**src/tomasuloPkg.sv**
```systemverilog
package tomasuloPkg;

    localparam int dataWidth    = 32;
    localparam int regAddrWidth = 5;
    localparam int tagWidth     = 4;

    // zero tag marks an operand whose value is present
    localparam logic [tagWidth-1:0] tagFree = '0;

    localparam logic [6:0] opcodeOp    = 7'b0110011;
    localparam logic [6:0] opcodeOpImm = 7'b0010011;

    typedef enum logic [3:0] {
        opAdd,
        opSub,
        opSll,
        opSlt,
        opSltu,
        opXor,
        opSrl,
        opSra,
        opOr,
        opAnd
    } aluOpE;

    typedef struct packed {
        logic [6:0]              funct7;
        logic [regAddrWidth-1:0] rs2;
        logic [regAddrWidth-1:0] rs1;
        logic [2:0]              funct3;
        logic [regAddrWidth-1:0] rd;
        logic [6:0]              opcode;
    } rTypeS;

    typedef struct packed {
        logic [11:0]             imm12;
        logic [regAddrWidth-1:0] rs1;
        logic [2:0]              funct3;
        logic [regAddrWidth-1:0] rd;
        logic [6:0]              opcode;
    } iTypeS;

    // same word, register form or immediate form
    typedef union packed {
        rTypeS rType;
        iTypeS iType;
    } instWordU;

    typedef struct packed {
        logic [tagWidth-1:0]  tag;
        logic [dataWidth-1:0] data;
    } operandS;

    typedef struct packed {
        logic                busy;
        aluOpE               op;
        logic [tagWidth-1:0] dest;
        operandS             src1;
        operandS             src2;
    } stationEntryS;

    typedef struct packed {
        aluOpE                   op;
        logic [regAddrWidth-1:0] rd;
        operandS                 src1;
        operandS                 src2;
    } issueS;

    typedef struct packed {
        logic                 valid;
        logic [tagWidth-1:0]  tag;
        logic [dataWidth-1:0] data;
    } cdbS;

endpackage

```
**src/cdbArbiter.sv**
```systemverilog
`timescale 1ns/100ps

module cdbArbiter import tomasuloPkg::*; (
    input  logic clk,
    input  logic rst,
    input  cdbS  request0,
    input  cdbS  request1,
    output logic grant0,
    output logic grant1,
    output cdbS  cdb
);

    // set when station 1 wins the next tie
    logic favorOne;

    assign grant0 = request0.valid && (!request1.valid || !favorOne);
    assign grant1 = request1.valid && (!request0.valid || favorOne);

    always_comb begin
        if (grant0) begin
            cdb = request0;
        end else if (grant1) begin
            cdb = request1;
        end else begin
            cdb = '0;
        end
    end

    // flip only on contention
    always_ff @(posedge clk) begin
        if (rst) begin
            favorOne <= 1'b0;
        end else if (request0.valid && request1.valid) begin
            favorOne <= !favorOne;
        end
    end

endmodule

```
**config.mk**
```make
export PLATFORM = sky130hd
export DESIGN_NAME = cdbArbiter
export DESIGN_NICKNAME = d
export VERILOG_FILES = /design/src/tomasuloPkg.sv /design/src/cdbArbiter.sv
export SDC_FILE = /design/constraint.sdc
export NUM_CORES = 1
export LEC_CHECK = 0
export BUFFER_PORTS_ARGS = -buffer_cell sky130_fd_sc_hd__buf_2
export CORE_MARGIN = 4
export CORE_UTILIZATION = 28
export CTS_CLUSTER_SIZE = 20
export DETAILED_ROUTE_END_ITERATION = 8
export PLACE_DENSITY_LB_ADDON = 0.2
export REMOVE_ABC_BUFFERS = 1
export SKIP_LAST_GASP = 1
export SLEW_MARGIN = 0
export SYNTH_ARGS = -nofsm -noshare
export SYNTH_HDL_FRONTEND = slang
export SYNTH_SLANG_ARGS = --single-unit
```
**constraint.sdc**
```tcl
create_clock -name clk -period 2.4 [get_ports clk]
set_input_delay 0.24 -clock clk [delete_from_list [all_inputs] [get_ports clk]]
set_output_delay 0.24 -clock clk [all_outputs]
set_load 0.005 [all_outputs]
```
==> metrics <==
outcome=complete, no violations; area of the core=2002 µm²; internal power=154.0 µW; Tcrit/Tclk final=64.12%; share of power burned in registers=7.8%; Netlist cell types=14; post-layout min period=1539 ps; max_slew headroom=75.63%; Final GP Congestion=0.6303; worst slew pin tran=365.5 ps; CP Max Fanout=37; ratio of cells with drive above 1 in the final layout=95.03%; Hold-fix buffers, CTS=0; Die Height=54.51 µm; antenna viol nets, final=0; CP Buf/Inv Count=3; Initial Util=30.25%; Placed Instance Area=1109 µm²; Avg Cell Area, Syn=10.81 µm²; Syn. warnings=0; post-CTS sizing=0; Util after Layout=55.38%; Worst VDD drop=0.0001365 V; Vias=985; vias in the first global route=840; RSZ-0062 raised after global routing=false; total grt overflow=0; CP required=2160 ps; Die Span X=54.51 µm; CP Cell Sequence=buf_2, a21boi_4, buf_4, a32o_2, buf_2; slowest CP cell=buf_4; drt first pass iters=4; crit path kind=input port to output pin; Largest Register=favorOne; Slew Limit Fails=0; CP dominant cell by count=buf_2; Final TNS setup=0 ps; crit start category=input port; max FFs per register=1; Clk network pwr share=0%; Total Die Area=2971 µm²; Net Sw Power=95.67 µW; Layout area overhead=83.06%; vias per inst=5.239; Detailed Route Iter0 Violations=8; Post-route DRC=0; Seq cells post-synth=1; post-route cell area=1109 µm²; Hold Crit Class=input port to register; Final Setup Violations=0; Power per Cell Area=225.2 nW/µm²; largest net degree at the start of global routing=38; Routed WL=2948 µm; top-level port count=115; clk_lat worst skew=0 ps; row cnt=16; gr usage total=15.49%; Port Buffers=114; sw frac=38.32%; CP delay by family, top=buffers and inverters; HPWL after DPL=2360 µm; total power=249.7 µW; wire per inst=15.68 µm; logic gate share of total power=92.2%; Regs by FF count=favorOne x1; total setup buffers inserted after CTS=0; leakage power=0.7458 nW; max-cap violations=0; Worst Skew=0 ps; first-pass GRT wire length=3636 µm; FILL cells=196; antenna violations before repair=0; critical path arrival=1300 ps; slowest stage delay, CP=350 ps; Reg area=20.02 µm²; final net count=239; Fmax achieved=649.8 MHz; # diodes=0; area of the multi-input gates=461.7 µm²; register area share after synthesis=3.306%; Fin. Hold Viols=0; Setup crit end kind=output pin; post-synthesis cell count=56; clk slew on worst S/H paths=0 ps; Mapped Area=605.6 µm²
-- power groups by stage --
stage	logic (mW)	clock network (mW)	registers [mW]
floorplan	0.0946	0	0.0192
global placement	0.227	0	0.0195
detailed placement	0.231	0	0.0196
CTS	0.233	0	0.0196
global route	0.252	0	0.0199
finish	0.230	0	0.0195
-- through the flow --
step,hold slack [ps],setup WS [ps],cells
after floorplan,309.1,780.5,44
after global placement,395.5,908.5,188
after detailed placement,402.3,867.9,188
after CTS,402.3,863.1,188
after global routing,428.7,791.9,188
final,398.3,861.1,188
-- worst register-to-register path: cells and delay by family (launching register included) --
| family | cells | cell delay [ps] |
|---|---|---|
| flops | 1 | 380 |
| compound gates | 2 | 350 |
-- worst paths after layout --
path,start,endpoint,slack (ps),cells after the start
worst max-delay path,request1[36],cdb[11],860,5
worst max register to register,favorOne$_SDFFE_PP0P_,favorOne$_SDFFE_PP0P_,1600,2
worst min-delay path,rst,favorOne$_SDFFE_PP0P_,400,2
worst min register to register,favorOne$_SDFFE_PP0P_,favorOne$_SDFFE_PP0P_,620,2
-- Yosys cell counts --
| master | count | share of area, % |
|---|---|---|
| a32o_2 | 33 | 61 |
| a21bo_2 | 1 | 1.7 |
| and2_1 | 1 | 1.0 |
| a21boi_4 | 1 | 3.1 |
| clkbuf_1 | 2 | 1.2 |
| nand3b_1 | 1 | 1.2 |
| a32o_1 | 3 | 5.0 |
| dfxtp_1 | 1 | 3.3 |
| buf_8 | 6 | 15 |
| buf_2 | 3 | 2.5 |
| buf_6 | 1 | 1.9 |
| or2_2 | 1 | 1.0 |
| nand2b_1 | 1 | 1.0 |
| a21oi_1 | 1 | 0.83 |
-- cell type report --
type | count | area share, %
Tap cell | 27 | 3.047
Sequential cell | 1 | 1.806
Multi-Input combinational cell | 43 | 41.65
Timing Repair Buffer | 117 | 53.50
-- cell usage in the layout (no fill, tap or decap) --
cell type	Yosys	layout
buf_2	3	114
a32o_2	33	33
a32o_1	3	3
buf_4	0	3
a21boi_4	1	1
nand2b_1	1	1
and2_1	1	1
or2_2	1	1
a21bo_2	1	1
nand3b_1	1	1
a21oi_1	1	1
dfxtp_1	1	1
-- layer usage --
| metal | track usage (%) | vias up | wire length [µm] |
|---|---|---|---|
| li1 | - | 479 | - |
| met1 | 17.95 | 451 | 1066 |
| met2 | 30.08 | 55 | 1526 |
| met3 | 3.270 | 0 | 356 |
| met4 | 0.4149 | 0 | 0 |
| met5 | 0 | - | 0 |
-- cells by family after synthesis --
kind of cell    share of synthesized area [%]
compound gates                          71.90
buf+inv                                 20.45
flops                                   3.306
simple gates                            4.341
Power figures use the tool's default switching activity.
