<file path="src/tomasuloPkg.sv">
package tomasuloPkg;

    localparam int dataWidth    = 32;
    localparam int regAddrWidth = 5;
    localparam int tagWidth     = 4;

    // zero tag marks an operand whose value is present
    localparam logic [tagWidth-1:0] tagFree = '0;

    localparam logic [6:0] opcodeOp    = 7'b0110011;
    localparam logic [6:0] opcodeOpImm = 7'b0010011;

    typedef enum logic [3:0] {
        opAdd,
        opSub,
        opSll,
        opSlt,
        opSltu,
        opXor,
        opSrl,
        opSra,
        opOr,
        opAnd
    } aluOpE;

    typedef struct packed {
        logic [6:0]              funct7;
        logic [regAddrWidth-1:0] rs2;
        logic [regAddrWidth-1:0] rs1;
        logic [2:0]              funct3;
        logic [regAddrWidth-1:0] rd;
        logic [6:0]              opcode;
    } rTypeS;

    typedef struct packed {
        logic [11:0]             imm12;
        logic [regAddrWidth-1:0] rs1;
        logic [2:0]              funct3;
        logic [regAddrWidth-1:0] rd;
        logic [6:0]              opcode;
    } iTypeS;

    // same word, register form or immediate form
    typedef union packed {
        rTypeS rType;
        iTypeS iType;
    } instWordU;

    typedef struct packed {
        logic [tagWidth-1:0]  tag;
        logic [dataWidth-1:0] data;
    } operandS;

    typedef struct packed {
        logic                busy;
        aluOpE               op;
        logic [tagWidth-1:0] dest;
        operandS             src1;
        operandS             src2;
    } stationEntryS;

    typedef struct packed {
        aluOpE                   op;
        logic [regAddrWidth-1:0] rd;
        operandS                 src1;
        operandS                 src2;
    } issueS;

    typedef struct packed {
        logic                 valid;
        logic [tagWidth-1:0]  tag;
        logic [dataWidth-1:0] data;
    } cdbS;

endpackage

</file>
<file path="src/regStatus.sv">
`timescale 1ns/100ps

module regStatus import tomasuloPkg::*; (
    input  logic                    clk,
    input  logic                    rst,
    input  logic [regAddrWidth-1:0] rs1Addr,
    input  logic [regAddrWidth-1:0] rs2Addr,
    output operandS                 op1,
    output operandS                 op2,
    input  logic                    renameValid,
    input  logic [regAddrWidth-1:0] renameAddr,
    input  logic [tagWidth-1:0]     renameTag,
    input  cdbS                     cdb,
    input  logic [regAddrWidth-1:0] regRdAddr,
    output logic [dataWidth-1:0]    regRdData
);

    localparam int regCount = 1 << regAddrWidth;

    logic [dataWidth-1:0] regData [regCount];
    logic [tagWidth-1:0]  regTag  [regCount];

    // operand read with same-cycle bus bypass
    function automatic operandS readOperand(input logic [regAddrWidth-1:0] addr);
        operandS result;
        if (addr == '0) begin
            result.tag  = tagFree;
            result.data = '0;
        end else if (cdb.valid && regTag[addr] != tagFree && regTag[addr] == cdb.tag) begin
            result.tag  = tagFree;
            result.data = cdb.data;
        end else begin
            result.tag  = regTag[addr];
            result.data = regData[addr];
        end
        return result;
    endfunction

    always_comb begin
        op1 = readOperand(rs1Addr);
        op2 = readOperand(rs2Addr);
    end

    // x0 is held at zero, so no special case here
    assign regRdData = regData[regRdAddr];

    always_ff @(posedge clk) begin
        if (rst) begin
            for (int i = 0; i < regCount; i++) begin
                regData[i] <= '0;
                regTag[i]  <= tagFree;
            end
        end else begin
            // write-back only to the register's latest producer
            for (int i = 1; i < regCount; i++) begin
                if (cdb.valid && regTag[i] != tagFree && regTag[i] == cdb.tag) begin
                    regData[i] <= cdb.data;
                    regTag[i]  <= tagFree;
                end
            end
            // rename overrides a write-back to the same register
            if (renameValid && renameAddr != '0) begin
                regTag[renameAddr] <= renameTag;
            end
        end
    end

endmodule

</file>
<file path="config.mk">
export PLATFORM = sky130hd
export DESIGN_NAME = regStatus
export DESIGN_NICKNAME = d
export VERILOG_FILES = /design/src/tomasuloPkg.sv /design/src/regStatus.sv
export SDC_FILE = /design/constraint.sdc
export NUM_CORES = 2
export LEC_CHECK = 0
export ABC_CLOCK_PERIOD_IN_PS = 4100
export BUFFER_PORTS_ARGS = -buffer_cell sky130_fd_sc_hd__buf_2
export CAP_MARGIN = 20
export CORE_ASPECT_RATIO = 0.7
export CORE_MARGIN = 3
export CORE_UTILIZATION = 35
export DETAILED_ROUTE_END_ITERATION = 10
export MAX_ROUTING_LAYER = met4
export SYNTH_ARGS = -nofsm -noshare
export SYNTH_HDL_FRONTEND = slang
export SYNTH_SLANG_ARGS = --single-unit
</file>
<file path="constraint.sdc">
create_clock -name clk -period 4.1 [get_ports clk]
set_input_delay 0.41 -clock clk [delete_from_list [all_inputs] [get_ports clk]]
set_output_delay 0.41 -clock clk [all_outputs]
set_load 0.02 [all_outputs]
</file>
==> metrics.md <==
| Metric | Value |
|---|---|
| Status | `finished, violations left` |
| Failing checks | `negative setup slack` |
| Worst-path clk slew | `~0.070 ns` |
| Synth cell types | `53` |
| Power Density | `between 300 and 400 nW/µm²` |
| Vias per std cell | `6.493` |
| Layout cell share with drive strength beyond 1 | `between 30% and 40%` |
| Syn Inst Count | `4176` |
| Crit path max fanout | `5` |
| CTS tree | `built` |
| Chip width | `between 500 and 600 µm` |
| Finished Layout Cells | `around 6900` |
| Dpl hpwl | `149200 µm` |
| Total number of vias | `~45000` |
| Worst endpoint required time | `3.69 ns` |
| Worst path arrival time | `around 4 ns` |
| WHS | `0.2606 ns` |
| Hold Path Class | `input port to flop` |
| CP startpoint kind | `flop` |
| Wirelength, routed | `251600 µm` |
| IO buf count | `167` |
| Xor and xnor area share after synthesis | `1.279%` |
| IO Count | `168` |
| H-tree depth | `3` |
| Nets | `approximately 4400` |
| Flip-flop and latch count after synthesis | `between 1000 and 1500` |
| Initial Util | `a little over a third` |
| Drt drc | `0` |
| Total CTS buffers | `109` |
| Vias in the first global route | `between 40000 and 50000` |
| Final ANT Viol Nets | `0` |
| Worst-case clock skew | `between 0.04 and 0.05 ns` |
| Worst Setup End Kind | `output pin` |
| Clock Path Buffers | `3` |
| Final Max Slew Viols | `0` |
| Total gr overflow | `0` |
| Final Worst Setup Slack | `-0.4165 ns` |
| Global Route Usage Sum | `26.15%` |
| Worst path max stage delay | `~0.54 ns` |
| FFs w/ async S/R, synth | `0%` |
| Drt wl/cell | `36.59 µm` |
| 1st-iter DRT viols | `between 7000 and 8000` |
| Critical path cell sequence | `mux4_2, mux4_2, mux2_4, a311o_1, a2111oi_4, buf_6, buf_12, buf_16, mux2i_2, buf_4` |
| Row Count | `around 130` |
| Placer Congestion | `0.9228` |
| Die footprint | `195200 µm²` |
| Clock latency on the worst-skew pair | `between 0.7 and 0.8 ns` |
| Worst vdd ir | `0.0003406 V` |
| Multiplexer area fraction after synthesis | `around 36%` |
| Crit path max-delay cell type | `mux4_2` |
| Flop-to-flop setup slack | `between 1 and 1.5 ns` |
| First-pass GRT wire length | `approximately 350000 µm` |
| Leak | `~0.027 µW` |
| Chip Height | `~370 µm` |
| Ys Warns | `0` |
| Initial antenna violation count | `7` |
| Post-synthesis compound-gate area fraction | `between 2 and 2.5%` |
| Largest family of logic cells by synthesized area | `multiplexers` |
| Mean Syn Cell Area | `around 16 µm²` |
| Most common cell on crit path | `mux4_2` |
| Layout area overhead | `14.50%` |
| CTS Sinks | `approximately 1100` |
| CTS Hold Buffers Added | `0` |
| Final hold violations | `0` |
| Least-Margin Pin Slew | `approximately 1.2 ns` |
| Placed Cells | `6629` |
| Largest net degree at the start of global routing | `approximately 120` |
| Fin crit share | `110.2%` |
| Min Tclk post-route | `4.516 ns` |
| Rel. slew slack | `19.00%` |
| Post-synth EDFFs | `roughly 1100` |
| Final setup violation count | `63` |
| FMAX | `approximately 220 MHz` |
| Total Power | `between 20000 and 30000 µW` |
| Synth Area in Simple Gates | `7.083%` |
| Mapped Area | `66440 µm²` |
| Ys flop type | `edfxtp_1` |
| Seq/Total Area, Yosys | `approximately half` |
| Core Box Area | `~190000 µm²` |
| CTS Root Cell | `clkbuf_16` |
| Unrepaired setup endpoints after global routing | `true` |
| Post-synthesis adder-cell area fraction | `0%` |
| Pre-Repair DR Iteration Count | `5` |
| Max_cap viols | `0` |
| CP Class | `flop to output pin` |
final timing paths:
check	start	end	cells after the start
max	regTag[12][1]	op2[3]	10
min reg2reg	regTag[15][3]	regData[15][2]	4
max reg2reg	regTag[4][1]	regData[4][16]	7
min	cdb[23]	regData[9][23]	4
sequential cells by signal, indices dropped and copies added, names as in the netlist:
signal / cells
regData: 992
regTag: 128
metal layers:
| layer | track usage (%) | vias to the layer above | part of all wire (%) |
|---|---|---|---|
| li1 | - | 17176 | - |
| met1 | 37.05 | 23601 | 40 |
| met2 | 36.85 | 3473 | 43 |
| met3 | 7.321 | 402 | 14 |
| met4 | 7.027 | 0 | 2.8 |
| met5 | - | - | 0 |
power breakdown:
group          internal, µW  leakage, µW  total [µW]  switching [µW]
clock network          5570      0.00169       10200            4650
registers             13300       0.0115       13700             448
logic                  2530       0.0134        5610            3080
cell families (layout without fill, tap and decap cells):
logic type | count (synthesis) | after routing
multiplexers | 1225 | 1225
flip-flops | 1120 | 1120
AND/OR/NAND/NOR | 1040 | 1040
XOR/XNOR | 97 | 97
buffers and inverters | 487 | 683
AO/OA/AOI/OAI | 206 | 206
other | 1 | 9
cell usage after synthesis (all sizes together), types with 6 or more instances:
master  instances  area (µm²)
a41o           14       140.1
nand2b         57       356.6
edfxtp       1120       33630
xnor2          35       306.5
nand2         101       379.1
nor3           73       365.4
mux4          895       20170
and3            9       56.30
nor2b          11       68.82
a22oi          29       217.7
or2            31       193.9
clkbuf        299        1122
xor2           62       543.0
and2          119       744.5
inv            34       127.6
o22ai           6       37.54
nor2          597        2241
a22o           96       840.8
a21o           16       120.1
a21oi          21       105.1
buf           154       706.9
mux2          132        1490
mux2i         198        1982
nand3b          8       60.06
or4            17       127.6
critical path: cells and delay by family (launching register included):
family                 cells  cell delay [ns]
AOI/OAI and AO/OA          2             0.63
DFF                        1             0.46
muxes                      4             1.56
buffers and inverters      4             0.67
metrics by stage:
stage | setup TNS [ns] | util (%) | cell area (µm²) | setup WS (ns)
finish | -14.46 | 40.42 | 76070 | -0.4165
global route | -19.59 | 40.41 | 76060 | -0.4828
CTS | -18.52 | 40.30 | 75850 | -0.4726
detailed placement | -0.4782 | 38.01 | 71540 | -0.07707
global placement | -0.007593 | 38.01 | 71540 | -0.004400
floorplan | 0 | - | 66450 | 0.4731
what timing repair did:
item | 4_1_cts | 5_1_grt
resized for setup | 117 | 43
cloned | 3 | 0
pin swaps | 4 | 7
setup endpoints to repair | 70 | 67
setup buffers | 31 | 11
area by class of cell:
| cell class | count | area [µm²] |
|---|---|---|
| Fill cell | 16863 | 112100 |
| Sequential cell | 1120 | 33630 |
| Multi-Input combinational cell | 2572 | 31230 |
| Timing Repair Buffer | 449 | 4453 |
| Tap cell | 2497 | 3124 |
| Clock buffer | 129 | 2803 |
| Clock inverter | 71 | 686.9 |
| Inverter | 34 | 127.6 |
| Antenna cell | 5 | 12.51 |
cells in the final DEF (no fill, tap or decap), types with 21 or more instances in the layout:
cell / n
a21oi_1: 21
a22o_1: 96
a22oi_1: 29
and2_1: 119
buf_12: 77
buf_2: 84
buf_4: 249
clkbuf_16: 109
clkinv_1: 32
edfxtp_1: 1120
inv_1: 34
mux2_2: 129
mux2i_1: 184
mux4_2: 894
nand2_1: 100
nand2b_1: 40
nor2_1: 597
nor3_1: 68
or2_2: 31
xnor2_1: 35
xor2_1: 62
(Power assumes the default switching activity.)
