===== src/tomasuloPkg.sv =====
package tomasuloPkg;

    localparam int dataWidth    = 32;
    localparam int regAddrWidth = 5;
    localparam int tagWidth     = 4;

    // zero tag marks an operand whose value is present
    localparam logic [tagWidth-1:0] tagFree = '0;

    localparam logic [6:0] opcodeOp    = 7'b0110011;
    localparam logic [6:0] opcodeOpImm = 7'b0010011;

    typedef enum logic [3:0] {
        opAdd,
        opSub,
        opSll,
        opSlt,
        opSltu,
        opXor,
        opSrl,
        opSra,
        opOr,
        opAnd
    } aluOpE;

    typedef struct packed {
        logic [6:0]              funct7;
        logic [regAddrWidth-1:0] rs2;
        logic [regAddrWidth-1:0] rs1;
        logic [2:0]              funct3;
        logic [regAddrWidth-1:0] rd;
        logic [6:0]              opcode;
    } rTypeS;

    typedef struct packed {
        logic [11:0]             imm12;
        logic [regAddrWidth-1:0] rs1;
        logic [2:0]              funct3;
        logic [regAddrWidth-1:0] rd;
        logic [6:0]              opcode;
    } iTypeS;

    // same word, register form or immediate form
    typedef union packed {
        rTypeS rType;
        iTypeS iType;
    } instWordU;

    typedef struct packed {
        logic [tagWidth-1:0]  tag;
        logic [dataWidth-1:0] data;
    } operandS;

    typedef struct packed {
        logic                busy;
        aluOpE               op;
        logic [tagWidth-1:0] dest;
        operandS             src1;
        operandS             src2;
    } stationEntryS;

    typedef struct packed {
        aluOpE                   op;
        logic [regAddrWidth-1:0] rd;
        operandS                 src1;
        operandS                 src2;
    } issueS;

    typedef struct packed {
        logic                 valid;
        logic [tagWidth-1:0]  tag;
        logic [dataWidth-1:0] data;
    } cdbS;

endpackage


===== src/aluStation.sv =====
`timescale 1ns/100ps

module aluStation import tomasuloPkg::*; #(
    parameter int stationId         = 0,
    parameter int entriesPerStation = 4
) (
    input  logic                clk,
    input  logic                rst,
    input  logic                issueValid,
    input  issueS               issue,
    output logic                hasFree,
    output logic [tagWidth-1:0] freeTag,
    input  cdbS                 cdb,
    output cdbS                 request,
    input  logic                grant
);

    localparam int idxWidth = (entriesPerStation > 1) ? $clog2(entriesPerStation) : 1;

    stationEntryS entries [entriesPerStation];

    // result registered, waiting for the bus
    logic [entriesPerStation-1:0] inFlight;

    logic [entriesPerStation-1:0] emptyVec;
    logic [entriesPerStation-1:0] readyVec;
    logic [entriesPerStation-1:0] freeSlot;
    logic [entriesPerStation-1:0] readySel;
    logic [idxWidth-1:0]          freeIdx;
    logic [idxWidth-1:0]          readyIdx;
    logic [idxWidth-1:0]          reqIdx;
    logic                         anyReady;
    stationEntryS                 selEntry;
    logic [dataWidth-1:0]         result;

    function automatic logic [dataWidth-1:0] execute(
        input aluOpE                op,
        input logic [dataWidth-1:0] a,
        input logic [dataWidth-1:0] b
    );
        logic [4:0]           shamt;
        logic [dataWidth-1:0] res;
        shamt = b[4:0];
        case (op)
            opAdd:   res = a + b;
            opSub:   res = a - b;
            opSll:   res = a << shamt;
            opSlt:   res = {{(dataWidth-1){1'b0}}, $signed(a) < $signed(b)};
            opSltu:  res = {{(dataWidth-1){1'b0}}, a < b};
            opXor:   res = a ^ b;
            opSrl:   res = a >> shamt;
            opSra:   res = $signed(a) >>> shamt;
            opOr:    res = a | b;
            opAnd:   res = a & b;
            default: res = '0;
        endcase
        return res;
    endfunction

    always_comb begin
        for (int i = 0; i < entriesPerStation; i++) begin
            emptyVec[i] = !entries[i].busy;
            readyVec[i] = entries[i].busy && !inFlight[i]
                && entries[i].src1.tag == tagFree
                && entries[i].src2.tag == tagFree;
        end
    end

    // lowest set bit
    assign freeSlot = emptyVec & (-emptyVec);
    assign readySel = readyVec & (-readyVec);

    assign hasFree  = |emptyVec;
    assign anyReady = |readyVec;

    // one-hot to index
    always_comb begin
        freeIdx  = '0;
        readyIdx = '0;
        for (int i = 0; i < entriesPerStation; i++) begin
            if (freeSlot[i]) begin
                freeIdx = idxWidth'(i);
            end
            if (readySel[i]) begin
                readyIdx = idxWidth'(i);
            end
        end
    end

    assign freeTag = tagWidth'(1 + stationId * entriesPerStation + int'(freeIdx));

    assign selEntry = entries[readyIdx];
    assign result   = execute(selEntry.op, selEntry.src1.data, selEntry.src2.data);

    always_ff @(posedge clk) begin
        if (rst) begin
            for (int i = 0; i < entriesPerStation; i++) begin
                entries[i].busy <= 1'b0;
            end
            inFlight      <= '0;
            request.valid <= 1'b0;
        end else begin
            // wakeup of waiting operands from the bus
            for (int i = 0; i < entriesPerStation; i++) begin
                if (entries[i].busy && cdb.valid) begin
                    if (entries[i].src1.tag != tagFree && entries[i].src1.tag == cdb.tag) begin
                        entries[i].src1.tag  <= tagFree;
                        entries[i].src1.data <= cdb.data;
                    end
                    if (entries[i].src2.tag != tagFree && entries[i].src2.tag == cdb.tag) begin
                        entries[i].src2.tag  <= tagFree;
                        entries[i].src2.data <= cdb.data;
                    end
                end
            end

            if (issueValid) begin
                entries[freeIdx] <= '{
                    busy: 1'b1,
                    op:   issue.op,
                    dest: freeTag,
                    src1: issue.src1,
                    src2: issue.src2
                };
            end

            // entry is released only once its beat is on the bus
            if (grant) begin
                entries[reqIdx].busy <= 1'b0;
                inFlight[reqIdx]     <= 1'b0;
            end

            if (!request.valid || grant) begin
                request.valid <= anyReady;
                if (anyReady) begin
                    request.tag        <= selEntry.dest;
                    request.data       <= result;
                    reqIdx             <= readyIdx;
                    inFlight[readyIdx] <= 1'b1;
                end
            end
        end
    end

endmodule


===== config.mk =====
export PLATFORM = sky130hd
export DESIGN_NAME = aluStation
export DESIGN_NICKNAME = d
export VERILOG_FILES = /design/src/tomasuloPkg.sv /design/src/aluStation.sv
export SDC_FILE = /design/constraint.sdc
export NUM_CORES = 1
export LEC_CHECK = 0
export ABC_AREA = 1
export BUFFER_PORTS_ARGS = -buffer_cell sky130_fd_sc_hd__buf_2
export CAP_MARGIN = 20
export CORE_UTILIZATION = 55
export CTS_CLUSTER_DIAMETER = 80
export DETAILED_ROUTE_END_ITERATION = 12
export GPL_ROUTABILITY_DRIVEN = 0
export PLACE_DENSITY_LB_ADDON = 0.15
export RECOVER_POWER = 25
export SKIP_LAST_GASP = 1
export SLEW_MARGIN = 10
export SYNTH_ARGS = -nofsm -noshare
export SYNTH_HDL_FRONTEND = slang
export SYNTH_SLANG_ARGS = --single-unit

===== constraint.sdc =====
create_clock -name clk -period 7.6 [get_ports clk]
set_input_delay 0.38 -clock clk [delete_from_list [all_inputs] [get_ports clk]]
set_output_delay 0.38 -clock clk [all_outputs]
set_load 0.01 [all_outputs]

==> impl_metrics.tcl <==
set metrics [dict create \
    placed_cell_area_um2 26840 \
    path_max_fanout 28 \
    synth_compound_area_share_pct 13.40 \
    cts_hold_buf 0 \
    slowest_stage "clkbuf_1" \
    p_leak_nw 12.44 \
    antenna_found_initial 1 \
    worst_pin_slew_ns 4.587 \
    viasPerCell 6.203 \
    critPathKind "flip-flop to flip-flop" \
    ys_ff_latch 362 \
    fin_area_um2 28040 \
    slew-limit-headroom_pct -205.8 \
    synthAdderAreaFrac_pct 5.117 \
    hpwl_um 61020 \
    initial_utilization_pct 56.20 \
    ir_drop_v 0.0001527 \
    reg2reg_from "entries[2][68]" \
    seq_area_frac_synth_pct 41.91 \
    cts_tree "yes" \
    die_w_um 218.3 \
    final-max-slew-violation-count 210 \
    cts_resized 0 \
    routed_wl_um 86640 \
    clk-insertion-delay-late_ns 0.59 \
    drive_gt1_share_pct 8.789 \
    cp.required_ns 7.85 \
    cts.sinks 362 \
    tns_ns 0 \
    synth_top_family_by_area "simple AND/OR/NAND/NOR gates" \
    final_nets 3688 \
    grt-ovfl-total 0 \
    netlist_instances 3402 \
    vias 25396 \
    syn_avg_cell_area_um2 7.562 \
    crit_path_max_incr_delay_ns 1.30 \
    min_from "rst" \
    first_pass_iters 9 \
    fin_ws_ns 1.504 \
    post_cts.repair.setup_buffers 0 \
    cts-buffers-inserted 40 \
    crit_path_frequent_cell "nand3_1" \
    finalClockSkew_ns 0.03692 \
    io_pins 164 \
    wire_per_inst_um 21.16 \
    cp-start-kind "flip-flop" \
    yosys.area_share.simple_pct 29.23 \
    root_buffer "clkbuf_16" \
    die_y_um 218.3 \
    synthMuxAreaShare_pct 0 \
    min_period_ns 6.097 \
    arrival_ns 6.35 \
    clk_pin_slew_ns 0.06 \
    ys.warnings.count 0 \
    hold_violations 0 \
    cts_max_level 2 \
    rsz0062_at_grt "no" \
    synth_cell_type_count 54 \
    synth_edf_count 353 \
    grt_pass1_wl_um 131300 \
    cp-startpoint "entries[2][68]" \
    hold_path_class "input port to flip-flop" \
    crit_path_cell_trace "nor2_1, nand2_1, nor2_1, nand2_1, nand4_1, clkbuf_1, or2_2, nand3_1, inv_1, ha_1, a21oi_1, o21ai_0, a21oi_1, o21ai_0, buf_4, a21o_1, or2_2, nand3_1, nand3_1, a21oi_1, nand3_1" \
    synth_xor_xnor_area_share_pct 1.498 \
    drcViolationCount 0 \
    die_area_um2 47640 \
    cp-end-kind "flip-flop" \
    grt_util_all_layers_pct 36.14 \
    ant_nets 0 \
    rows 78 \
    fmaxAchievable_ghz 0.1640 \
    status "complete, but fails checks" \
    netlist_area_um2 25720 \
    post-route-period-util_pct 80.22 \
    total_power_mw 5.301 \
    power_density_nw_per_um2 189.0 \
    place_ws_ns 1.990 \
    yosys_most_used_dff "edfxtp_1" \
    violations "capacitance limit, slew limit" \
    grt_pass1_vias 23605 \
    fp.coreArea_um2 45770 \
    clk_path_buf_depth 3 \
    drv_cap 4 \
    grt_max_degree 109 \
    drtIter0Drc 3620 \
    async_reset_ff_share_pct 0 \
    port_buffers 156 \
    setup_viol 0 \
    synthToLayoutAreaGrowth_pct 9.008 \
]
-- metrics by stage --
| step | instances | utilization, % | hold slack, ns |
|---|---|---|---|
| final | 4094 | 61.27 | 0.1267 |
| after global routing | 4093 | 61.26 | 0.1262 |
| after CTS | 4093 | 61.50 | 0.03319 |
| after detailed placement | 4020 | 58.64 | 0.4864 |
| after global placement | 4019 | 58.61 | 0.4768 |
| after floorplan | 3403 | - | 0.4555 |
-- final cells by class --
class,instances,area [um2]
multi-input combinational,2480,12770
inverter,388,1456
fill,4112,17730
clock buffer,48,1031
antenna,1,2.502
tap,600,750.7
sequential,362,10780
timing repair buffer,190,975.9
clock inverter,25,276.5
-- cells in the mapped netlist, types with 34 or more instances --
library cell	instances	area (um2)
nand2_1	735	2759
nand3_1	417	2087
nor2_1	382	1434
inv_1	363	1363
edfxtp_1	353	10600
o21ai_0	339	1697
a21oi_1	112	560.5
ha_1	102	1276
clkbuf_1	89	334.1
nand4_1	70	437.9
buf_2	50	250.2
o22ai_1	45	281.5
xor2_1	42	367.9
o21bai_1	34	255.2
-- sequential cells by signal, indices dropped and copies added, names as in the netlist --
register	flops
entries	320
inFlight	4
request	36
reqIdx	2
-- cell usage in the layout (no fill, tap or decap), types with 4 or more instances in the layout --
master,netlist,final
nand3b_1,10,10
inv_2,22,21
nand2_1,735,731
o211ai_1,19,19
nor4_1,6,6
o21ai_1,16,16
nand2_4,2,5
a22oi_1,7,7
nand3_2,7,7
buf_4,16,29
bufinv_16,0,4
nand3_1,417,417
or2_2,21,21
a21oi_1,112,112
o21bai_1,34,34
ha_1,102,102
o21a_1,7,7
o22ai_1,45,45
a21boi_0,4,4
nor2_2,16,15
nor3_1,19,19
nand4_1,70,70
nand2_2,9,10
inv_1,363,364
nor2_4,12,14
xor2_1,42,42
a21o_1,6,6
clkinv_1,3,11
edfxtp_1,353,353
clkbuf_1,89,54
clkinv_2,0,6
buf_2,50,114
o21ai_0,339,339
nor2_1,382,381
clkbuf_16,0,40
dfxtp_1,9,9
-- routing by layer --
layer / vias to the layer above / part of all wire (%) / track usage [%]
li1: 11598 / - / -
met1: 11712 / 39 / 48.53
met2: 1762 / 44 / 55.83
met3: 322 / 12 / 6.653
met4: 2 / 5.3 / 18.30
met5: - / 0.015 / 0
-- kinds of logic after synthesis --
| group | count (synthesis) |
|---|---|
| flops | 362 |
| other cells | 1 |
| compound gates | 617 |
| fa+ha+maj | 104 |
| xor+xnor | 44 |
| simple gates | 1713 |
| buf+inv | 561 |
-- critical path: cells and delay by family (launching register included) --
kind | cells | cell delay (ns)
AOI/OAI and AO/OA | 6 | 1.20
adders and majority gates | 1 | 0.36
buffers and inverters | 3 | 1.65
DFF | 1 | 0.42
and+or+nand+nor | 11 | 2.12
-- power by group --
group	switching (mW)	total (mW)	leakage (nW)	internal, mW
Combinational	0.775	1.08	8.49	0.305
Sequential	0.0143	2.27	3.32	2.26
Clock	0.829	1.95	0.633	1.12
-- path summary, 6_finish.rpt --
check | to | slack (ns) | depth (start not counted)
hold reg to reg | inFlight[3] | 0.50 | 2
hold / removal | request[36] | 0.13 | 2
setup / recovery | request[23] | 1.50 | 21
setup reg to reg | request[23] | 1.50 | 21
(Power assumes the default switching activity.)
