==> src/tomasuloPkg.sv <==
package tomasuloPkg;

    localparam int dataWidth    = 32;
    localparam int regAddrWidth = 5;
    localparam int tagWidth     = 4;

    // zero tag marks an operand whose value is present
    localparam logic [tagWidth-1:0] tagFree = '0;

    localparam logic [6:0] opcodeOp    = 7'b0110011;
    localparam logic [6:0] opcodeOpImm = 7'b0010011;

    typedef enum logic [3:0] {
        opAdd,
        opSub,
        opSll,
        opSlt,
        opSltu,
        opXor,
        opSrl,
        opSra,
        opOr,
        opAnd
    } aluOpE;

    typedef struct packed {
        logic [6:0]              funct7;
        logic [regAddrWidth-1:0] rs2;
        logic [regAddrWidth-1:0] rs1;
        logic [2:0]              funct3;
        logic [regAddrWidth-1:0] rd;
        logic [6:0]              opcode;
    } rTypeS;

    typedef struct packed {
        logic [11:0]             imm12;
        logic [regAddrWidth-1:0] rs1;
        logic [2:0]              funct3;
        logic [regAddrWidth-1:0] rd;
        logic [6:0]              opcode;
    } iTypeS;

    // same word, register form or immediate form
    typedef union packed {
        rTypeS rType;
        iTypeS iType;
    } instWordU;

    typedef struct packed {
        logic [tagWidth-1:0]  tag;
        logic [dataWidth-1:0] data;
    } operandS;

    typedef struct packed {
        logic                busy;
        aluOpE               op;
        logic [tagWidth-1:0] dest;
        operandS             src1;
        operandS             src2;
    } stationEntryS;

    typedef struct packed {
        aluOpE                   op;
        logic [regAddrWidth-1:0] rd;
        operandS                 src1;
        operandS                 src2;
    } issueS;

    typedef struct packed {
        logic                 valid;
        logic [tagWidth-1:0]  tag;
        logic [dataWidth-1:0] data;
    } cdbS;

endpackage

==> src/instDispatch.sv <==
`timescale 1ns/100ps

module instDispatch import tomasuloPkg::*; (
    input  logic                    instValid,
    input  instWordU                inst,
    output logic                    stall,
    output logic [regAddrWidth-1:0] rs1Addr,
    output logic [regAddrWidth-1:0] rs2Addr,
    input  operandS                 op1,
    input  operandS                 op2,
    output logic                    renameValid,
    output logic [tagWidth-1:0]     renameTag,
    output issueS                   issue,
    output logic [1:0]              issueValid,
    input  logic [tagWidth-1:0]     freeTag0,
    input  logic [tagWidth-1:0]     freeTag1,
    input  logic [1:0]              hasFree
);

    logic    isOp;
    logic    isOpImm;
    logic    legal;
    logic    accept;
    logic    altBit;
    aluOpE   op;
    operandS immOperand;

    assign isOp    = inst.rType.opcode == opcodeOp;
    assign isOpImm = inst.iType.opcode == opcodeOpImm;
    assign legal   = isOp || isOpImm;

    // instruction bit 30, selects SUB and SRA/SRAI
    assign altBit = inst.rType.funct7[5];

    always_comb begin
        case (inst.rType.funct3)
            3'b000:  op = (isOp && altBit) ? opSub : opAdd;
            3'b001:  op = opSll;
            3'b010:  op = opSlt;
            3'b011:  op = opSltu;
            3'b100:  op = opXor;
            3'b101:  op = altBit ? opSra : opSrl;
            3'b110:  op = opOr;
            default: op = opAnd;
        endcase
    end

    // sign extended immediate is always present
    assign immOperand.tag  = tagFree;
    assign immOperand.data = {{(dataWidth-12){inst.iType.imm12[11]}}, inst.iType.imm12};

    assign rs1Addr = inst.rType.rs1;
    assign rs2Addr = inst.rType.rs2;

    assign stall = ~|hasFree;

    // other opcodes are consumed without effect
    assign accept = instValid && legal && !stall;

    // station 0 first, station 1 only when 0 is full
    assign issueValid[0] = accept && hasFree[0];
    assign issueValid[1] = accept && !hasFree[0];

    assign renameValid = accept && (inst.rType.rd != '0);
    assign renameTag   = hasFree[0] ? freeTag0 : freeTag1;

    assign issue.op   = op;
    assign issue.rd   = inst.rType.rd;
    assign issue.src1 = op1;
    assign issue.src2 = isOpImm ? immOperand : op2;

endmodule

==> config.mk <==
export PLATFORM = sky130hd
export DESIGN_NAME = instDispatch
export DESIGN_NICKNAME = d
export VERILOG_FILES = /design/src/tomasuloPkg.sv /design/src/instDispatch.sv
export SDC_FILE = /design/constraint.sdc
export NUM_CORES = 1
export LEC_CHECK = 0
export ABC_CLOCK_PERIOD_IN_PS = 1300
export BUFFER_PORTS_ARGS = -buffer_cell sky130_fd_sc_hd__buf_2
export CORE_AREA = 2 2 83 85
export DETAILED_ROUTE_END_ITERATION = 12
export DIE_AREA = 0 0 85 87
export PLACE_DENSITY = 0.59
export SYNTH_ARGS = -nofsm -noshare
export SYNTH_HDL_FRONTEND = slang
export SYNTH_SLANG_ARGS = --single-unit
==> constraint.sdc <==
create_clock -name vclk -period 1.3
set_input_delay 0.065 -clock vclk [all_inputs]
set_output_delay 0.065 -clock vclk [all_outputs]
set_load 0.02 [all_outputs]
==> results.txt, run 1 <==
----------------------------------------------------
[Status]
  Result of the run ... completed

[Detailed routing]
  Vias ... around 1,100
  Routed wirelength normalized by instance count ... 11.1 um
  Via count normalized by instance count ... approximately 3.8
  DRT iter0 DRCs ... 11
  DRC violations left ... 0
  Final WL ... ~3.1 mm
  Number of nets with antenna violations after routing ... 0
  Detailed-routing iteration count for the pre-antenna-repair pass ... 2

[Power]
  Total power density per cell area ... roughly 330 nW/um2
  Leakage power figure ... between 0.9 and 1 nW
  Total internal power ... about 0.24 mW
  Sequential fraction of design power ... 0%
  Sw Pwr ... ~0.24 mW
  Maximum vdd ir drop ... a little under 90 uV
  Part of the total power dissipated in combinational logic ... between 90% and 100%
  Switching part of the total ... approximately half
  Fraction of power consumed by the clock network ... 0%

[Cells and area]
  Clock buffer cells ... 0
  Area Growth Syn to Fin ... 53.3%
  Area of all sequential standard cells ... 0 um2
  Antenna diode count ... 0
  Share of layout cells above drive strength 1 ... between 70% and 80%
  Count of flip-flops and latches ... 0
  Nets@finish ... approximately 320

[Logic synthesis]
  Post-synth top cells ... buf_4, a21o_1, mux2_2
  Top cells by area in the synthesized netlist ... buf_4, a21o_1, mux2_2
  Mux contribution to synthesized area ... 22.3%
  Post-Synthesis Cells ... between 100 and 150
  Net count after synthesis ... around 240
  Post-Syn Area per Cell ... ~8 um2
  Post-Synth XOR/XNOR Area ... 0%
  Yosys warns ... 0
  Portion of synthesized cell area occupied by the leading cell type ... 40.6%
  Post-synthesis share of cell area spent on full adders, half adders and majority gates ... 0%
  Synthesized-area fraction occupied by and/or/nand/nor cells ... between 10% and 20%
  Synth Area in Compound Gates ... 18.2%
  Combinational family with the most area after synthesis ... buffers and inverters
  Most repeated cell in the gate-level netlist after synthesis ... buf_4
  Unique cell type count in the Yosys netlist ... 21
  Post-synthesis instance area ... roughly 940 um2
  Library cell occupying the most area in the post-synthesis netlist ... buf_4
  Share of synthesized area occupied by flip-flops and latches ... 0%

[Worst setup path]
  Critical Setup Path Class ... in -> out
  Nature of the critical path endpoint ... output pin
  Data required time of the critical path ... 1.24 ns
  Endpoint arrival time on the critical path ... roughly 1.2 ns
  Critical Path Start Type ... primary input
  Critical Path Fanout Max ... 16

[Die]
  # IOs ... between 200 and 250
  # rows ... 30
  Starting density of the core ... 14.3%
  Die extent in x ... roughly 85 um
  Floorplan die area ... roughly 7400 um2
  Core footprint ... 6570 um2
  Die Y ... 87 um

[Placement]
  Detailed Place HPWL ... approximately 2.8 mm
  # port buffers ... between 100 and 150
  Setup slack at placement ... -0.0108 ns
  Routability congestion estimate ... roughly 0.66

[Global route]
  Via count of the first global-routing pass ... roughly 900
  GR Overflow Total ... 0
  Pin count of the biggest net entering global routing ... 21
  Number of antenna violations at the first check in global routing ... 0
  Global-route total usage across every layer ... 6.84%
  Global-route wire length before repair ... 4.19 mm

[Timing]
  Hold Violations, Final ... 0
  RSZ-0062 raised after global routing ... true
  Post-route fraction of the period consumed by the critical path ... a little under 100%
  Final worst path period need ... ~1.3 ns
  Count of final max-slew check failures ... 0
  Worst-margin pin slew ... 0.339 ns
  # setup viols final ... 0
  Fmax ... approximately 0.78 GHz
  Relative max-transition margin ... ~77%
  Fin Setup TNS ... 0 ns
  Smallest setup slack after layout ... approximately 0.012 ns

[Min path]
  Worst hold path depth ... 0
  Hold wc startpoint ... op1[8]
  Hold crit path type ... in -> out
  End point of the worst hold path ... issue[44]

[Run]
  Number of maximum-capacitance violations ... 0

----------------------------------------------------
==> layout by cell type, fill, tap and decap left out <==
| cell type | n |
|---|---|
| buf_4 | 11 |
| mux2_2 | 12 |
| nand3_1 | 2 |
| buf_2 | 116 |
| and2_1 | 5 |
| nor2b_1 | 1 |
| a21o_1 | 21 |
| and4b_2 | 2 |
| nor2_1 | 5 |
| or4_1 | 1 |
| nor3_1 | 3 |
| nand3b_4 | 1 |
| buf_12 | 2 |
| o21ai_0 | 1 |
| nor3b_1 | 1 |
| inv_1 | 2 |
| a311oi_1 | 1 |
| buf_6 | 10 |
| mux2_4 | 5 |
==> what timing repair did <==
item	4_1_cts	5_1_grt
buffers inserted	0	0
hold buffers	0	0
pin swaps	0	2
setup endpoints to repair	5	29
resized for setup	0	27
cloned	0	1
==> cell type report <==
class | instances | area [um2]
multi-input combinational | 61 | 520
tap | 80 | 100
timing repair buffer | 139 | 816
fill | 725 | 5120
inverter | 2 | 7.51
==> power groups by stage <==
stage | Sequential (mW) | Clock (mW) | Combinational [mW]
after floorplan | 0 | 0 | 0.442
after global placement | 0 | 0 | 0.452
after detailed placement | 0 | 0 | 0.454
after CTS | 0 | 0 | 0.455
after global routing | 0 | 0 | 0.507
final | 0 | 0 | 0.476
==> layer usage <==
layer | part of all wire [%] | GRT usage, %
met2 | 55 | 14.4
met5 | 0 | 0
met1 | 31 | 6.95
met3 | 12 | 1.04
met4 | 1.7 | 1.44
==> kinds of logic (layout without fill, tap and decap cells) <==
group	after synthesis	in the layout
AO/OA/AOI/OAI	23	23
multiplexers	17	17
AND/OR/NAND/NOR	21	21
buffers and inverters	59	141
==> stage by stage <==
step | utilization [%] | power (mW) | hold slack (ns) | instances | instance area (um2)
after CTS | 20.7 | 0.455 | 0.130 | 281 | 1360
final | 22.0 | 0.476 | 0.130 | 282 | 1440
after detailed placement | 20.7 | 0.454 | 0.130 | 281 | 1360
after floorplan | - | 0.442 | 0.212 | 120 | 942
after global placement | 20.7 | 0.452 | 0.130 | 281 | 1360
after global routing | 22.0 | 0.507 | 0.130 | 282 | 1440
==> worst max-delay path by stage <==
| stage | startpoint | to | slack [ns] | depth (start not counted) |
|---|---|---|---|---|
| global placement | inst[6] | issue[6] | -0.003 | 6 |
| finish | inst[6] | issue[6] | 0.01 | 6 |
| detailed placement | inst[6] | issue[7] | -0.01 | 6 |
| CTS | inst[6] | issue[7] | -0.01 | 6 |
| floorplan | inst[6] | issueValid[1] | 0.18 | 3 |
| global route | inst[0] | issue[4] | -0.04 | 6 |
==> worst max-delay path, stage by stage <==
cell      delay (ns)
buf_6           0.09
and4b_2         0.34
nand3b_4        0.12
buf_12          0.17
mux2_4          0.29
buf_2           0.16
(Power assumes the default switching activity.)
==> run 2, diff against run 1 <==
- ABC_CLOCK_PERIOD_IN_PS: 1300 -> 1500
- CORE_AREA: 2 2 83 85 -> 2 2 82 84
- DIE_AREA: 0 0 85 87 -> 0 0 84 86
- MAX_ROUTING_LAYER: unset -> met4
- PLACE_DENSITY: 0.59 -> 0.6
- clock period: 1.3 -> 1.5 ns (I/O delays scaled with it)
==> results.txt, run 2 (same netlist as run 1, synthesis figures left out) <==
----------------------------------------------------
[Die]
  Die Y ... 86 um (-1.1%)
  # rows ... 29 (-3.3%)
  Die extent in x ... 84 um (-1.2%)
  # IOs ... 214 (unchanged)
  Starting density of the core ... 15.0% (+0.67 points)
  Core footprint ... 6280 um2 (-4.4%)
  Floorplan die area ... 7220 um2 (-2.3%)

[Timing]
  Hold Violations, Final ... 0 (unchanged)
  Fin Setup TNS ... 0 ns (unchanged)
  RSZ-0062 raised after global routing ... false
  Count of final max-slew check failures ... 0 (unchanged)
  Smallest setup slack after layout ... 0.147 ns (+0.135 ns)
  Final worst path period need ... between 1 and 1.5 ns
  # setup viols final ... 0 (unchanged)
  Fmax ... about 0.74 GHz
  Post-route fraction of the period consumed by the critical path ... approximately 90%
  Relative max-transition margin ... 79.2% (+2.0 points)
  Worst-margin pin slew ... 0.310 ns (-0.0287 ns)
  WHS ... 0.150 ns (+0.0200 ns)

[Global route]
  Most utilized layer in the global route result ... met2
  Global-route wire length before repair ... 4.66 mm (+11%)
  GR Util met3 ... 1.15% (+0.11 points)
  GR Layer Usage met2 ... 13.5% (-0.89 points)
  Via count of the first global-routing pass ... 961 (+9.3%)
  GR Overflow Total ... 0 (unchanged)
  Number of antenna violations at the first check in global routing ... 0 (unchanged)
  Global routing usage on met1 ... 9.26% (+2.3 points)
  Global-route total usage across every layer ... 7.86% (+1.0 points)
  Pin count of the biggest net entering global routing ... 36 (+71%)

[Cells and area]
  Area of all sequential standard cells ... 0 um2 (unchanged)
  Count of flip-flops and latches ... 0 (unchanged)
  Fillers ... 712 (-1.8%)
  Finished Core Util ... 21.2% (-0.77 points)
  Final design instance area without fill ... 1330 um2 (-7.8%)
  Area of the multi-input gates ... 519 um2 (-0.24%)
  Most used cells in the layout excluding fill and tap cells ... buf_2, a21o_1, mux2_2
  Antenna diode count ... 0 (unchanged)
  Leading cell type in the layout, fill and taps excluded ... buf_2
  Area Growth Syn to Fin ... 41.3%
  Share of layout cells above drive strength 1 ... 77.8% (-0.94 points)
  Non-filler instance count after layout ... 275 (-2.5%)
  Clock buffer cells ... 0 (unchanged)
  Nets@finish ... 315 (-1.3%)

[Placement]
  Routability congestion estimate ... 0.660 (about the same)
  # port buffers ... 132 (unchanged)
  Post-DP Area ... 1330 um2 (-1.9%)
  Placed cells ... 275 (-2.1%)
  Setup slack at placement ... 0.134 ns (+0.145 ns)

[Worst setup path]
  Nature of the critical path endpoint ... output pin
  Data required time of the critical path ... 1.42 ns (+0.18 ns)
  Critical Path Fanout Max ... 35 (+19)
  Endpoint arrival time on the critical path ... 1.28 ns (+0.06 ns)
  Critical Setup Path Class ... in -> out
  Critical Path Start Type ... primary input

[Power]
  Sequential fraction of design power ... 0% (unchanged)
  Maximum vdd ir drop ... 98.4 uV (+11%)
  Part of the total power dissipated in combinational logic ... 100.0% (about the same)
  Switching part of the total ... 52.4% (+2.3 points)
  Sw Pwr ... 0.203 mW (-15%)
  Fraction of power consumed by the clock network ... 0% (unchanged)
  Total power density per cell area ... 291 nW/um2 (-12%)
  Total internal power ... 0.184 mW (-22%)
  Leakage power figure ... 0.884 nW (-5.1%)
  Total design power ... 0.387 mW (-19%)

[Detailed routing]
  Routed wirelength normalized by instance count ... 11.6 um (+4.7%)
  DRT iter0 DRCs ... 8 (-3)
  Final WL ... 3.19 mm (+2.1%)
  Number of nets with antenna violations after routing ... 0 (unchanged)
  Detailed-routing iteration count for the pre-antenna-repair pass ... 4 (+2)
  Vias ... 1,073 (-0.65%)
  DRC violations left ... 0 (unchanged)
  Via count normalized by instance count ... 3.90 (+1.9%)

[Min path]
  Hold crit path type ... in -> out

[Clocking]
  Number of buffers inserted by post-CTS setup repair ... 0 (unchanged)
  Post-CTS sizing ... 0 (unchanged)
  # hold bufs at CTS ... 0 (unchanged)

[Status]
  Result of the run ... completed

[Run]
  Number of maximum-capacitance violations ... 0 (unchanged)

----------------------------------------------------
==> run 2: worst max-delay path, stage by stage <==
cell	delay [ns]
buf_2	0.09
and4b_2	0.27
nand3b_4	0.11
buf_12	0.20
mux2_2	0.35
buf_2	0.16
==> run 2: worst paths after layout <==
kind	startpoint	endpoint	slack, ns	cells past startpoint
worst max-delay path	inst[0]	issue[1]	0.15	6
worst min-delay path	op1[10]	issue[46]	0.15	0
==> run 2: power groups by stage <==
stage	registers (mW)	clock network, mW	logic [mW]
2_1_floorplan	0	0	0.383
3_3_place_gp	0	0	0.390
3_5_place_dp	0	0	0.391
4_1_cts	0	0	0.393
5_1_grt	0	0	0.418
6_report	0	0	0.387
==> run 2: layout make-up <==
cell class / count / area share [%]
timing repair buffer: 135 / 53.2
multi-input combinational: 61 / 39.0
inverter: 2 / 0.564
tap: 77 / 7.24
==> run 2: routing by layer <==
layer | part of all wire, % | vias to the layer above
li1 | - | 516
met1 | 39 | 459
met2 | 46 | 72
met3 | 10 | 26
met4 | 4.4 | 0
met5 | 0 | -
==> run 3, diff against run 2 <==
- ABC_AREA: unset -> 1
- ABC_CLOCK_PERIOD_IN_PS: 1500 -> 1400
- CORE_AREA: 2 2 82 84 -> 2 2 83 85
- DIE_AREA: 0 0 84 86 -> 0 0 85 87
- PLACE_DENSITY: 0.6 -> 0.61
- RECOVER_POWER: unset -> 25
- clock period: 1.5 -> 1.4 ns (I/O delays scaled with it)
==> results.txt, run 3 <==
----------------------------------------------------
[Worst setup path]
  Data required time of the critical path ... 1.33 ns (-0.09 ns)
  Largest delay contributor family on the critical path ... simple AND/OR/NAND/NOR gates
  Count of buffer and inverter cells on the critical path ... 3 (unchanged)
  Cell-by-cell listing of the critical path ... buf_2 > nor2_2 > nand2_2 > nor2_8 > inv_6 > o21ai_0 > buf_2
  Nature of the critical path endpoint ... output pin
  Critical Setup Path Class ... in -> out
  Most common cell type on the critical path ... buf_2
  Crit path largest cell delay ... 0.28 ns (-0.07 ns)
  Highest-delay cell along the critical path ... nor2_8
  Critical Path Fanout Max ... 33 (-5.7%)
  Number of cells on the critical path ... 7 (+1)
  Critical Path Start Type ... primary input
  Endpoint arrival time on the critical path ... 1.19 ns (-0.09 ns)

[Clocking]
  Number of buffers inserted by post-CTS setup repair ... 0 (unchanged)
  # hold bufs at CTS ... 0 (unchanged)
  Post-CTS sizing ... 0 (unchanged)

[Placement]
  Post-DP Area ... 1330 um2 (+0.19%)
  Routability congestion estimate ... 0.717 (+8.6%)
  Placed cells ... 346 (+26%)
  # port buffers ... 132 (unchanged)
  Setup slack at placement ... 0.118 ns (-0.0163 ns)
  Detailed Place HPWL ... 2.73 mm

[Detailed routing]
  Final WL ... 3.06 mm (-4.0%)
  Via count normalized by instance count ... 3.77 (-3.3%)
  DRT iter0 DRCs ... 26 (+18)
  Number of nets with antenna violations after routing ... 0 (unchanged)
  Routed wirelength normalized by instance count ... 8.86 um (-24%)
  Detailed-routing iteration count for the pre-antenna-repair pass ... 4 (unchanged)
  DRC violations left ... 0 (unchanged)
  Vias ... 1,305 (+22%)

[Power]
  Total design power ... 0.417 mW (+7.6%)
  Fraction of power consumed by the clock network ... 0% (unchanged)
  Total internal power ... 0.172 mW (-6.4%)
  Part of the total power dissipated in combinational logic ... 100.0% (about the same)
  Sw Pwr ... 0.244 mW (+20%)
  Leakage power figure ... 0.995 nW (+12%)
  Maximum vdd ir drop ... 90.4 uV (-8.1%)
  Switching part of the total ... 58.6% (+6.2 points)
  Total power density per cell area ... 313 nW/um2 (+7.4%)
  Sequential fraction of design power ... 0% (unchanged)

[Logic synthesis]
  Yosys warns ... 0 (unchanged)
  Library cell occupying the most area in the post-synthesis netlist ... buf_4
  Post-synth top cells ... nand2_1, buf_4, inv_1
  Portion of synthesized cell area occupied by the leading cell type ... 37.1% (-3.5 points)
  Post-Synthesis Cells ... 191 (+59%)
  Share of synthesized area occupied by flip-flops and latches ... 0% (unchanged)
  Net count after synthesis ... 306 (+30%)
  Post-synthesis instance area ... 1030 um2 (+9.6%)
  Most repeated cell in the gate-level netlist after synthesis ... nand2_1
  Unique cell type count in the Yosys netlist ... 17 (-19%)
  Top cells by area in the synthesized netlist ... buf_4, nand2_1, buf_6
  Post-Syn Area per Cell ... 5.40 um2 (-31%)

[Global route]
  Pin count of the biggest net entering global routing ... 34 (-5.6%)
  Global-route wire length before repair ... 4.15 mm (-11%)
  Global-route total usage across every layer ... 6.86% (-1.0 points)
  Via count of the first global-routing pass ... 985 (+2.5%)
  GR Overflow Total ... 0 (unchanged)
  Number of antenna violations at the first check in global routing ... 0 (unchanged)

[Cells and area]
  Nets@finish ... 383 (+22%)
  Count of flip-flops and latches ... 0 (unchanged)
  Antenna diode count ... 0 (unchanged)
  Final design instance area without fill ... 1330 um2 (+0.19%)
  Clock buffer cells ... 0 (unchanged)
  Share of layout cells above drive strength 1 ... 54.5% (-23 points)
  Finished Core Util ... 20.3% (-0.90 points)
  Area of all sequential standard cells ... 0 um2 (unchanged)
  Non-filler instance count after layout ... 346 (+26%)
  Leading cell type in the layout, fill and taps excluded ... buf_2
  Area Growth Syn to Fin ... 29.2%
  Most used cells in the layout excluding fill and tap cells ... buf_2, nand2_1, inv_1

[Timing]
  Final worst path period need ... 1.26 ns
  Relative max-transition margin ... 80.8% (+1.5 points)
  Smallest setup slack after layout ... 0.142 ns (-0.00417 ns)
  RSZ-0062 raised after global routing ... false
  WHS ... 0.140 ns (-0.0100 ns)
  Fin Setup TNS ... 0 ns (unchanged)
  Post-route fraction of the period consumed by the critical path ... 89.8%
  Fmax ... slightly below 0.8 GHz
  Hold Violations, Final ... 0 (unchanged)
  Count of final max-slew check failures ... 0 (unchanged)
  # setup viols final ... 0 (unchanged)
  Worst-margin pin slew ... 0.288 ns (-0.0220 ns)

[Die]
  # IOs ... 214 (unchanged)
  Starting density of the core ... 15.7% (+0.71 points)
  Die extent in x ... 85 um (+1.2%)
  Core footprint ... 6570 um2 (+4.6%)
  Die Y ... 87 um (+1.2%)
  Floorplan die area ... 7400 um2 (+2.4%)
  # rows ... 30 (+3.4%)

[Min path]
  Hold crit path type ... in -> out
  Worst hold path depth ... 0 (unchanged)

[Run]
  Number of maximum-capacitance violations ... 0 (unchanged)

[Status]
  Result of the run ... completed

----------------------------------------------------
[run 3: layout make-up]
class	instances	area, um2
fill	765	5240
timing repair buffer	132	661
multi-input combinational	120	515
tap	80	100
inverter	14	57.6
[run 3: kinds of logic (layout without fill, tap and decap cells)]
group	after synthesis	count (layout)	synth area share, %
AO/OA/AOI/OAI	4	4	1.94
AND/OR/NAND/NOR	116	116	48.0
buffers and inverters	71	146	50.1
[run 3: layer usage]
metal | vias to the layer above | GRT usage, % | routed length [um]
li1 | 666 | - | -
met3 | 18 | 1.23 | 355
met1 | 530 | 6.27 | 1050
met4 | 0 | 2.89 | 123
met2 | 91 | 13.8 | 1540
met5 | - | - | 0
[run 3: worst paths after layout]
path / start / to
worst min-delay path: op1[1] / issue[37]
worst max-delay path: inst[5] / issue[10]
[run 3: power groups by stage]
stage / Combinational [mW] / Clock (mW) / Sequential (mW)
global placement: 0.417 / 0 / 0
finish: 0.417 / 0 / 0
CTS: 0.422 / 0 / 0
global route: 0.454 / 0 / 0
detailed placement: 0.420 / 0 / 0
floorplan: 0.406 / 0 / 0
